## config.mk

```make
export PLATFORM = sky130hd
export DESIGN_NAME = default_peripheral_system
export DESIGN_NICKNAME = d
export VERILOG_FILES = /design/src/hdl/dps_pkg.sv /design/src/hdl/dps_reg_if.sv /design/src/hdl/dps_bus_ctrl.sv /design/src/hdl/dps_timer.sv /design/src/hdl/dps_sci.sv /design/src/hdl/dps_irq_ctrl.sv /design/src/hdl/default_peripheral_system.sv
export SDC_FILE = /design/constraint.sdc
export NUM_CORES = 1
export LEC_CHECK = 0
export ABC_AREA = 1
export ABC_CLOCK_PERIOD_IN_PS = 99500
export CORE_MARGIN = 3
export CORE_UTILIZATION = 29
export DETAILED_ROUTE_END_ITERATION = 10
export DONT_BUFFER_PORTS = 1
export PLACE_DENSITY_LB_ADDON = 0.15
export SETUP_SLACK_MARGIN = 0.02
export SYNTH_ARGS = -nofsm -noshare
export SYNTH_HDL_FRONTEND = slang
export SYNTH_HIERARCHICAL = 1
export SYNTH_SLANG_ARGS = --single-unit
```

## constraint.sdc

```tcl
create_clock -name clock -period 99.5 [get_ports clock]
set_input_delay 0 -clock clock [delete_from_list [all_inputs] [get_ports clock]]
set_output_delay 0 -clock clock [all_outputs]
set_load 0.01 [all_outputs]
```

## src/hdl/dps_pkg.sv

```systemverilog
package dps_pkg;

	// Region bases
	// Address bits above the low byte pick the block
	localparam logic [31:0] TIMER_BASE = 32'h0000_0000;
	localparam logic [31:0] SCI_BASE   = 32'h0000_0100;

	// Timer register offsets
	localparam logic [3:0] TIMER_CTRL  = 4'h0;
	localparam logic [3:0] TIMER_COUNT = 4'h4;
	localparam logic [3:0] TIMER_CMP   = 4'h8;
	localparam logic [3:0] TIMER_MODE  = 4'hC;

	// UART register offsets
	localparam logic [3:0] SCI_TXD  = 4'h0;
	localparam logic [3:0] SCI_RXD  = 4'h4;
	localparam logic [3:0] SCI_CFG  = 4'h8;
	localparam logic [3:0] SCI_STAT = 4'hC;

	// Interrupt sources in the 64-entry table
	localparam logic [5:0] IRQ_NUM_TIMER  = 6'd36;
	localparam logic [5:0] IRQ_NUM_SCI_RX = 6'd37;

	// Clock cycles per UART bit
	localparam int BAUD_DIV = 16;
	localparam int BAUD_W   = $clog2(BAUD_DIV);
	// Last cycle of a bit period
	localparam logic [BAUD_W-1:0] BAUD_LAST = BAUD_W'(BAUD_DIV - 1);
	// Start bit middle, counted from the falling edge
	localparam logic [BAUD_W-1:0] BAUD_HALF = BAUD_W'(BAUD_DIV / 2 - 1);

	// Bus request sequence
	typedef enum logic [1:0] {
		BUS_IDLE,
		BUS_ACCESS,
		BUS_RESPOND
	} bus_state_t;

	// Shared by UART transmit and receive
	typedef enum logic [1:0] {
		SCI_IDLE,
		SCI_START,
		SCI_DATA,
		SCI_STOP
	} sci_state_t;

endpackage

```

## src/hdl/dps_reg_if.sv

```systemverilog
interface dps_reg_if;

	// Select, one cycle per access
	logic        sel;
	logic        we;
	// Word offset inside the block
	logic [3:0]  offset;
	logic [31:0] wdata;
	// Registered by the block on the select cycle
	logic [31:0] rdata;

	// Bus control side
	modport master (output sel, output we, output offset, output wdata, input rdata);

	// Peripheral side
	modport slave (input sel, input we, input offset, input wdata, output rdata);

endinterface

```

## src/hdl/dps_bus_ctrl.sv

```systemverilog
module dps_bus_ctrl (
	input  logic        clock,
	input  logic        rst,
	input  logic        req,
	input  logic        rw,
	input  logic [31:0] addr,
	input  logic [31:0] wdata,
	output logic        busy,
	output logic        valid,
	output logic [31:0] rdata,
	dps_reg_if.master   timer_bus,
	dps_reg_if.master   sci_bus
);

	dps_pkg::bus_state_t state;

	// Latched request
	logic        rw_q;
	logic [3:0]  offset_q;
	logic [31:0] wdata_q;
	logic        timer_hit_q;
	logic        sci_hit_q;

	// High in the first ACCESS cycle only
	logic        first_cycle;
	logic        accept;
	logic        timer_hit;
	logic        sci_hit;

	// Busy only while the access is in flight
	assign busy   = (state == dps_pkg::BUS_ACCESS);
	assign accept = req && !busy;

	// Region decode on the upper address bits
	assign timer_hit = (addr[31:8] == dps_pkg::TIMER_BASE[31:8]);
	assign sci_hit   = (addr[31:8] == dps_pkg::SCI_BASE[31:8]);

	// IDLE -> ACCESS (two cycles) -> RESPOND
	always_ff @(posedge clock) begin
		if (rst) begin
			state       <= dps_pkg::BUS_IDLE;
			first_cycle <= 1'b0;
		end else begin
			case (state)
				dps_pkg::BUS_ACCESS: begin
					// Second cycle waits for the registered read data
					if (first_cycle) begin
						first_cycle <= 1'b0;
					end else begin
						state <= dps_pkg::BUS_RESPOND;
					end
				end
				default: begin
					// RESPOND is not busy, so a new request may follow at once
					if (accept) begin
						state       <= dps_pkg::BUS_ACCESS;
						first_cycle <= 1'b1;
					end else begin
						state <= dps_pkg::BUS_IDLE;
					end
				end
			endcase
		end
	end

	// Capture request fields and region once
	always_ff @(posedge clock) begin
		if (accept) begin
			rw_q        <= rw;
			offset_q    <= addr[3:0];
			wdata_q     <= wdata;
			timer_hit_q <= timer_hit;
			sci_hit_q   <= sci_hit;
		end
	end

	// Single select pulse to the decoded block
	assign timer_bus.sel    = (state == dps_pkg::BUS_ACCESS) && first_cycle && timer_hit_q;
	assign timer_bus.we     = rw_q;
	assign timer_bus.offset = offset_q;
	assign timer_bus.wdata  = wdata_q;

	assign sci_bus.sel    = (state == dps_pkg::BUS_ACCESS) && first_cycle && sci_hit_q;
	assign sci_bus.we     = rw_q;
	assign sci_bus.offset = offset_q;
	assign sci_bus.wdata  = wdata_q;

	// Valid pulse for reads only
	assign valid = (state == dps_pkg::BUS_RESPOND) && !rw_q;

	// Unmapped region reads as zero
	assign rdata = timer_hit_q ? timer_bus.rdata :
		sci_hit_q ? sci_bus.rdata : 32'h0;

endmodule

```

## src/hdl/dps_timer.sv

```systemverilog
module dps_timer (
	input  logic     clock,
	input  logic     rst,
	dps_reg_if.slave bus,
	output logic     match
);

	logic        run;
	logic [31:0] count;
	logic [31:0] cmp;
	// bit 0 interrupt enable, bit 1 periodic
	logic [1:0]  mode;
	logic        hit;
	logic        wr;

	assign wr  = bus.sel && bus.we;
	// Compare only counts while running
	assign hit = run && (count == cmp);

	always_ff @(posedge clock) begin
		if (rst) begin
			run   <= 1'b0;
			count <= '0;
			mode  <= '0;
			match <= 1'b0;
		end else begin
			// Event pulse only with interrupts on
			match <= hit && mode[0];
			if (hit) begin
				// Periodic reloads, one-shot stops
				if (mode[1]) begin
					count <= '0;
				end else begin
					run <= 1'b0;
				end
			end else if (run) begin
				count <= count + 32'd1;
			end
			// Start restarts from zero
			if (wr && bus.offset == dps_pkg::TIMER_CTRL) begin
				run <= bus.wdata[0];
				if (bus.wdata[0]) begin
					count <= '0;
				end
			end
			if (wr && bus.offset == dps_pkg::TIMER_MODE) begin
				mode <= bus.wdata[1:0];
			end
		end
	end

	// Compare value
	always_ff @(posedge clock) begin
		if (wr && bus.offset == dps_pkg::TIMER_CMP) begin
			cmp <= bus.wdata;
		end
	end

	// Read data registered on select
	always_ff @(posedge clock) begin
		if (bus.sel) begin
			case (bus.offset)
				dps_pkg::TIMER_CTRL:  bus.rdata <= {31'b0, run};
				dps_pkg::TIMER_COUNT: bus.rdata <= count;
				dps_pkg::TIMER_CMP:   bus.rdata <= cmp;
				dps_pkg::TIMER_MODE:  bus.rdata <= {30'b0, mode};
				default:              bus.rdata <= '0;
			endcase
		end
	end

endmodule

```

## src/hdl/dps_sci.sv

```systemverilog
module dps_sci (
	input  logic     clock,
	input  logic     rst,
	input  logic     rxd,
	dps_reg_if.slave bus,
	output logic     txd,
	output logic     rx_event
);

	dps_pkg::sci_state_t tx_state;
	dps_pkg::sci_state_t rx_state;

	// bit 0 enable, bit 1 receive interrupt
	logic [31:0]                cfg;
	logic [7:0]                 tx_shift;
	logic [2:0]                 tx_bit;
	logic [dps_pkg::BAUD_W-1:0] tx_cnt;
	logic                       tx_tick;
	logic                       tx_busy;
	logic                       tx_start;
	logic [7:0]                 rx_shift;
	logic [7:0]                 rx_data;
	logic [2:0]                 rx_bit;
	logic [dps_pkg::BAUD_W-1:0] rx_cnt;
	logic                       rx_tick;
	logic                       rx_take;
	logic                       rx_full;
	logic                       rxd_meta;
	logic                       rxd_sync;
	logic                       wr;
	logic                       rd_rxd;

	assign wr       = bus.sel && bus.we;
	assign rd_rxd   = bus.sel && !bus.we && (bus.offset == dps_pkg::SCI_RXD);
	assign tx_busy  = (tx_state != dps_pkg::SCI_IDLE);
	// Writes while a frame is out are dropped
	assign tx_start = wr && (bus.offset == dps_pkg::SCI_TXD) && cfg[0] && !tx_busy;

	// Configuration
	always_ff @(posedge clock) begin
		if (rst) begin
			cfg <= '0;
		end else if (wr && bus.offset == dps_pkg::SCI_CFG) begin
			cfg <= bus.wdata;
		end
	end

	// Transmit bit timing
	assign tx_tick = (tx_cnt == dps_pkg::BAUD_LAST);

	always_ff @(posedge clock) begin
		if (rst) begin
			tx_state <= dps_pkg::SCI_IDLE;
			tx_cnt   <= '0;
			tx_bit   <= '0;
		end else begin
			if (tx_state == dps_pkg::SCI_IDLE || tx_tick) begin
				tx_cnt <= '0;
			end else begin
				tx_cnt <= tx_cnt + 1'b1;
			end
			case (tx_state)
				dps_pkg::SCI_IDLE: begin
					if (tx_start) begin
						tx_state <= dps_pkg::SCI_START;
					end
				end
				dps_pkg::SCI_START: begin
					if (tx_tick) begin
						tx_state <= dps_pkg::SCI_DATA;
						tx_bit   <= '0;
					end
				end
				dps_pkg::SCI_DATA: begin
					if (tx_tick) begin
						tx_bit <= tx_bit + 1'b1;
						// Eight data bits, LSB first
						if (tx_bit == 3'd7) begin
							tx_state <= dps_pkg::SCI_STOP;
						end
					end
				end
				default: begin
					if (tx_tick) begin
						tx_state <= dps_pkg::SCI_IDLE;
					end
				end
			endcase
		end
	end

	// Byte being sent
	always_ff @(posedge clock) begin
		if (tx_start) begin
			tx_shift <= bus.wdata[7:0];
		end else if (tx_state == dps_pkg::SCI_DATA && tx_tick) begin
			tx_shift <= {1'b0, tx_shift[7:1]};
		end
	end

	// Line idles high
	assign txd = (tx_state == dps_pkg::SCI_START) ? 1'b0 :
		(tx_state == dps_pkg::SCI_DATA) ? tx_shift[0] : 1'b1;

	// Two-flop input synchronizer
	always_ff @(posedge clock) begin
		if (rst) begin
			rxd_meta <= 1'b1;
			rxd_sync <= 1'b1;
		end else begin
			rxd_meta <= rxd;
			rxd_sync <= rxd_meta;
		end
	end

	// Half a bit into the start bit, then whole bits
	assign rx_tick = (rx_state == dps_pkg::SCI_START) ? (rx_cnt == dps_pkg::BAUD_HALF) :
		(rx_cnt == dps_pkg::BAUD_LAST);
	assign rx_take = (rx_state == dps_pkg::SCI_STOP) && rx_tick;

	always_ff @(posedge clock) begin
		if (rst) begin
			rx_state <= dps_pkg::SCI_IDLE;
			rx_cnt   <= '0;
			rx_bit   <= '0;
			rx_full  <= 1'b0;
			rx_event <= 1'b0;
		end else begin
			if (rx_state == dps_pkg::SCI_IDLE || rx_tick) begin
				rx_cnt <= '0;
			end else begin
				rx_cnt <= rx_cnt + 1'b1;
			end
			case (rx_state)
				dps_pkg::SCI_IDLE: begin
					if (cfg[0] && !rxd_sync) begin
						rx_state <= dps_pkg::SCI_START;
					end
				end
				dps_pkg::SCI_START: begin
					// Line back high at mid start means a glitch
					if (rx_tick) begin
						rx_state <= rxd_sync ? dps_pkg::SCI_IDLE : dps_pkg::SCI_DATA;
						rx_bit   <= '0;
					end
				end
				dps_pkg::SCI_DATA: begin
					if (rx_tick) begin
						rx_bit <= rx_bit + 1'b1;
						if (rx_bit == 3'd7) begin
							rx_state <= dps_pkg::SCI_STOP;
						end
					end
				end
				default: begin
					if (rx_tick) begin
						rx_state <= dps_pkg::SCI_IDLE;
					end
				end
			endcase
			// New byte wins over a clearing read
			if (rx_take) begin
				rx_full <= 1'b1;
			end else if (rd_rxd) begin
				rx_full <= 1'b0;
			end
			rx_event <= rx_take && cfg[1];
		end
	end

	// Received byte
	always_ff @(posedge clock) begin
		if (rx_state == dps_pkg::SCI_DATA && rx_tick) begin
			rx_shift <= {rxd_sync, rx_shift[7:1]};
		end
		if (rx_take) begin
			rx_data <= rx_shift;
		end
	end

	// Read data registered on select
	always_ff @(posedge clock) begin
		if (bus.sel) begin
			case (bus.offset)
				dps_pkg::SCI_RXD:  bus.rdata <= {24'b0, rx_data};
				dps_pkg::SCI_CFG:  bus.rdata <= cfg;
				dps_pkg::SCI_STAT: bus.rdata <= {30'b0, rx_full, tx_busy};
				default:           bus.rdata <= '0;
			endcase
		end
	end

endmodule

```

## src/hdl/dps_irq_ctrl.sv

```systemverilog
module dps_irq_ctrl (
	input  logic        clock,
	input  logic        rst,
	input  logic        cfg_req,
	input  logic [5:0]  cfg_entry,
	input  logic        cfg_valid,
	input  logic        cfg_mask,
	input  logic [1:0]  cfg_level,
	input  logic [63:0] events,
	input  logic        ack,
	output logic        irq_req,
	output logic [5:0]  irq_num
);

	// Configuration table
	logic [63:0] ent_valid;
	logic [63:0] ent_mask;
	logic [1:0]  ent_level [64];

	logic [63:0] pending;
	logic [63:0] enabled;
	logic [63:0] served;
	logic        found;
	logic [5:0]  best_num;
	logic [1:0]  best_level;

	// Entry takes part only when valid and unmasked
	assign enabled = ent_valid & ent_mask;
	// Pending bit of the acknowledged request
	assign served  = (irq_req && ack) ? (64'd1 << irq_num) : '0;

	// Valid and mask flags
	always_ff @(posedge clock) begin
		if (rst) begin
			ent_valid <= '0;
			ent_mask  <= '0;
		end else if (cfg_req) begin
			ent_valid[cfg_entry] <= cfg_valid;
			ent_mask[cfg_entry]  <= cfg_mask;
		end
	end

	// Levels
	always_ff @(posedge clock) begin
		if (cfg_req) begin
			ent_level[cfg_entry] <= cfg_level;
		end
	end

	// Highest level wins
	// Scan downward so ties end on the lower number
	always_comb begin
		found      = 1'b0;
		best_num   = '0;
		best_level = '0;
		for (int i = 63; i >= 0; i--) begin
			if (pending[i] && enabled[i] && (!found || ent_level[i] >= best_level)) begin
				found      = 1'b1;
				best_num   = 6'(i);
				best_level = ent_level[i];
			end
		end
	end

	always_ff @(posedge clock) begin
		if (rst) begin
			pending <= '0;
			irq_req <= 1'b0;
			irq_num <= '0;
		end else begin
			// Disabled entries keep their pending bits
			pending <= (pending & ~served) | events;
			if (irq_req) begin
				// Hold number until acknowledge
				if (ack) begin
					irq_req <= 1'b0;
				end
			end else if (found) begin
				irq_req <= 1'b1;
				irq_num <= best_num;
			end
		end
	end

endmodule

```

## src/hdl/default_peripheral_system.sv

```systemverilog
module default_peripheral_system (
	input  logic        clock,
	input  logic        rst,
	// Interrupt table configuration
	input  logic        irq_cfg_req,
	input  logic [5:0]  irq_cfg_entry,
	input  logic        irq_cfg_valid,
	input  logic        irq_cfg_mask,
	input  logic [1:0]  irq_cfg_level,
	// Register bus, rw high for write
	input  logic        req,
	input  logic        rw,
	input  logic [31:0] addr,
	input  logic [31:0] wdata,
	output logic        busy,
	output logic        valid,
	output logic [31:0] rdata,
	// Interrupt request
	output logic        irq_req,
	output logic [5:0]  irq_num,
	input  logic        irq_ack,
	// UART line
	output logic        sci_txd,
	input  logic        sci_rxd
);

	logic        timer_match;
	logic        sci_rx_event;
	logic [63:0] irq_events;

	dps_reg_if timer_bus ();
	dps_reg_if sci_bus ();

	// Source events into their table slots
	always_comb begin
		irq_events                          = '0;
		irq_events[dps_pkg::IRQ_NUM_TIMER]  = timer_match;
		irq_events[dps_pkg::IRQ_NUM_SCI_RX] = sci_rx_event;
	end

	dps_bus_ctrl bus_ctrl_i (
		.clock     (clock),
		.rst       (rst),
		.req       (req),
		.rw        (rw),
		.addr      (addr),
		.wdata     (wdata),
		.busy      (busy),
		.valid     (valid),
		.rdata     (rdata),
		.timer_bus (timer_bus.master),
		.sci_bus   (sci_bus.master)
	);

	dps_timer timer_i (
		.clock (clock),
		.rst   (rst),
		.bus   (timer_bus.slave),
		.match (timer_match)
	);

	dps_sci sci_i (
		.clock    (clock),
		.rst      (rst),
		.rxd      (sci_rxd),
		.bus      (sci_bus.slave),
		.txd      (sci_txd),
		.rx_event (sci_rx_event)
	);

	dps_irq_ctrl irq_ctrl_i (
		.clock     (clock),
		.rst       (rst),
		.cfg_req   (irq_cfg_req),
		.cfg_entry (irq_cfg_entry),
		.cfg_valid (irq_cfg_valid),
		.cfg_mask  (irq_cfg_mask),
		.cfg_level (irq_cfg_level),
		.events    (irq_events),
		.ack       (irq_ack),
		.irq_req   (irq_req),
		.irq_num   (irq_num)
	);

endmodule

```

==> out/summary.txt <==
status: complete, no violations
crit share post-route: 61.48%
area leader, netlist: edfxtp_1
core footprint: 103800 sq um
worst hold path depth: 3
synthesis-stage register bit count: 579
Async SR Flop Fraction: 0%
largest net degree at the start of global routing: 218
clock sinks: 579
Cell variety after synth: 57
Crit-path slowest cell: o31ai_1
initial antenna violation count: 0
I/O pin cnt: 123
register area share after synthesis: 47.60%
Worst-Margin Slew: 1245 ps
Avg WL per Cell: 15.81 um
CTS tree: done
vias in the first global route: 23520
commonest cells after routing, fill and taps aside: 860 x nand2_1, 615 x inv_1, 464 x nor2_1, 307 x nand3_1, 292 x dfxtp_1
CP Class: flop to flop
placed instance count: 5276
fin util: 33.83%
Critical Path Source Type: flop
Area growth syn-to-layout: 15.54%
syn avg cell area: 7.678 sq um
DRC: 0
Pleak: 14.94 nW
# diodes: 0
RSZ-0062 raised after global routing: no
first-pass GRT wire length: 134.4 mm
worst skew pair latency: 630 ps
reg-to-reg endpoint: irq_ctrl_i/irq_num[5]$_SDFFE_PP0P_
Final ANT Viol Nets: 0
reg-to-reg slack, setup: 38320 ps
row cnt: 118
total power: 543.2 uW
Peak VDD IR: 11.38 uV
most common cell after layout, fill and taps aside: nand2_1
worst-path fanout max: 10
GRT Total Usage: 15.89%
grt total ovfl: 0
fin crit period: 61180 ps
worst min path class: primary input to flop
slowest stage delay, CP: 900 ps
clk slew on worst S/H paths: 60 ps
R2R Path Start: irq_ctrl_i/pending[63]$_SDFF_PP0_
Die Width: 329.7 um
CTS buffer count: 72
clock tree buffer depth: 3
Max-slew headroom: 17.02%
hpwl dp: 61.81 mm
top cells by area, synth: edfxtp_1 28%, dfxtp_1 19%, nand2_1 11%, inv_1 7.6%, nor2_1 5.8%
count of final max-slew check failures: 0
Cell Area, Synth: 30390 sq um
placed cell areas: 31610 sq um
power per cell area: 15.47 nW/um^2
number of max-cap violations: 0
Net count, final: 4241
skew final: 26.27 ps
Sum Neg Setup Slack: 0 ps
GPL Wtd Cong: 0.8806
fraction of final layout cells sized beyond drive strength 1: 8.966%
post-CTS setup buffers: 0
synthesized instance count: 3958
final setup vio count: 0
HP Start: irq_cfg_entry[3]
Routed WL: 87.27 mm
final instance area: 35110 sq um
final std cells w/o fill: 5518
Worst setup EP type: flop
Buffers on Ports: 0
Synth Flop Type: dfxtp_1
Chip Height: 329.7 um
cell depth of the worst flop-to-flop path: 462
Fmax achieved: 0.01635 GHz
CTS Hold Bufs: 110
vias: 24800
Initial DRT Pass Iterations: 5
most used cell, CP: nand2_2
share of the synthesized area in the top cell type: 28.36%
Iteration-0 DRC Markers: 1627
number of synthesized flops with an enable pin: 287
Post-CTS Resized: 0
CTS root buffer: clkbuf_16
Hold EP: irq_ctrl_i/ent_level[21][1]$_DFFE_PP_
final hold viol count: 0
CP Data Arrival Time: 61720 ps
H-tree Lvls: 3
DIE AREA: 108700 sq um
Initial Util: 29.28%
critical path required time: 100040 ps
drt via density: 4.494
Yosys Warn Count: 6
==> cell families after synthesis <==
logic type,synth area share [%]
AO/OA/AOI/OAI,8.934
XOR/XNOR,0.3747
adder cells (fa/ha/maj),3.294
buffers and inverters,10.63
flip-flops,47.60
other,0.01234
AND/OR/NAND/NOR,29.16
==> where the power goes <==
part | leakage, nW | switching, mW | internal (mW)
combinational | 8.82 | 0.0191 | 0.00859
clock | 1.12 | 0.105 | 0.152
sequential | 5.00 | 0.00353 | 0.255
total | 14.9 | 0.128 | 0.415
==> worst max-delay path by stage <==
stage	startpoint	endpoint	slack, ps	depth (start not counted)
after floorplan	irq_ctrl_i/ent_valid[63]$_SDFFE_PP0P_	irq_ctrl_i/irq_num[5]$_SDFFE_PP0P_	47210	464
after global placement	irq_ctrl_i/pending[63]$_SDFF_PP0_	irq_ctrl_i/irq_num[5]$_SDFFE_PP0P_	38400	466
after detailed placement	irq_ctrl_i/pending[63]$_SDFF_PP0_	irq_ctrl_i/irq_num[5]$_SDFFE_PP0P_	38060	464
after CTS	irq_ctrl_i/pending[63]$_SDFF_PP0_	irq_ctrl_i/irq_num[5]$_SDFFE_PP0P_	37830	464
after global routing	irq_ctrl_i/pending[63]$_SDFF_PP0_	irq_ctrl_i/irq_num[5]$_SDFFE_PP0P_	30190	472
final	irq_ctrl_i/pending[63]$_SDFF_PP0_	irq_ctrl_i/irq_num[5]$_SDFFE_PP0P_	38320	462
==> per-stage QoR <==
step	setup slack, ps	hold slack, ps
finish	38320	42.83
global route	30190	45.04
CTS	37830	4.161
detailed placement	38060	85.37
global placement	38400	90.12
floorplan	47210	69.07
==> worst max-delay path: cells and delay by family (launching register included) <==
family	cells	cell delay [ps]
compound gates	130	19110
buf+inv	56	3390
simple gates	213	20040
fa+ha+maj	63	18110
flops	1	360
==> registers in the layout, indices dropped and copies added, names as in the netlist, 64 cells and up <==
| register | count |
|---|---|
| irq_ctrl_i/ent_level | 128 |
| irq_ctrl_i/ent_mask | 64 |
| irq_ctrl_i/ent_valid | 64 |
| irq_ctrl_i/pending | 64 |
==> synth_stat cells, types with 3 or more instances <==
master    instances
xnor2_1           4
buf_2            11
nor3_1           71
nand4_1          31
nand2_1         860
a31oi_1           7
nand3_2          36
o21ai_0         182
clkbuf_1         51
inv_1           616
inv_2            21
clkinv_1          3
o21ai_1           7
nand3b_1          6
nor2_2            6
dfxtp_1         292
ha_1             80
xor2_1            9
buf_1             6
o22ai_1          28
o211ai_1          3
nand3_1         307
o221ai_1          3
edfxtp_1        287
buf_4            43
nand2_4           3
nand2_2         165
and3_2            3
or2_2             9
nor2_1          466
nor4_1           17
and2_1            4
a21oi_1         277
buf_6            14
==> cell type report <==
class	instances	area [sq um]
Clock inverter	31	272.8
Clock buffer	101	2044
Timing Repair Buffer	117	1241
Fill cell	11020	68680
Inverter	641	2414
Multi-Input combinational cell	2669	12950
Sequential cell	579	14460
Tap cell	1380	1727
==> routing by layer <==
metal  share of wire (%)  routed length, um  GRT usage [%]  up-vias
li1                    -                  -              -    12920
met1                  47              40720          21.27    11300
met2                  46              40100          26.08      454
met3                 4.7               4093          2.791      125
met4                 2.7               2353          4.980        0
met5                   0                  0              0        -
No activity file was read; power rests on OpenSTA's default activity.
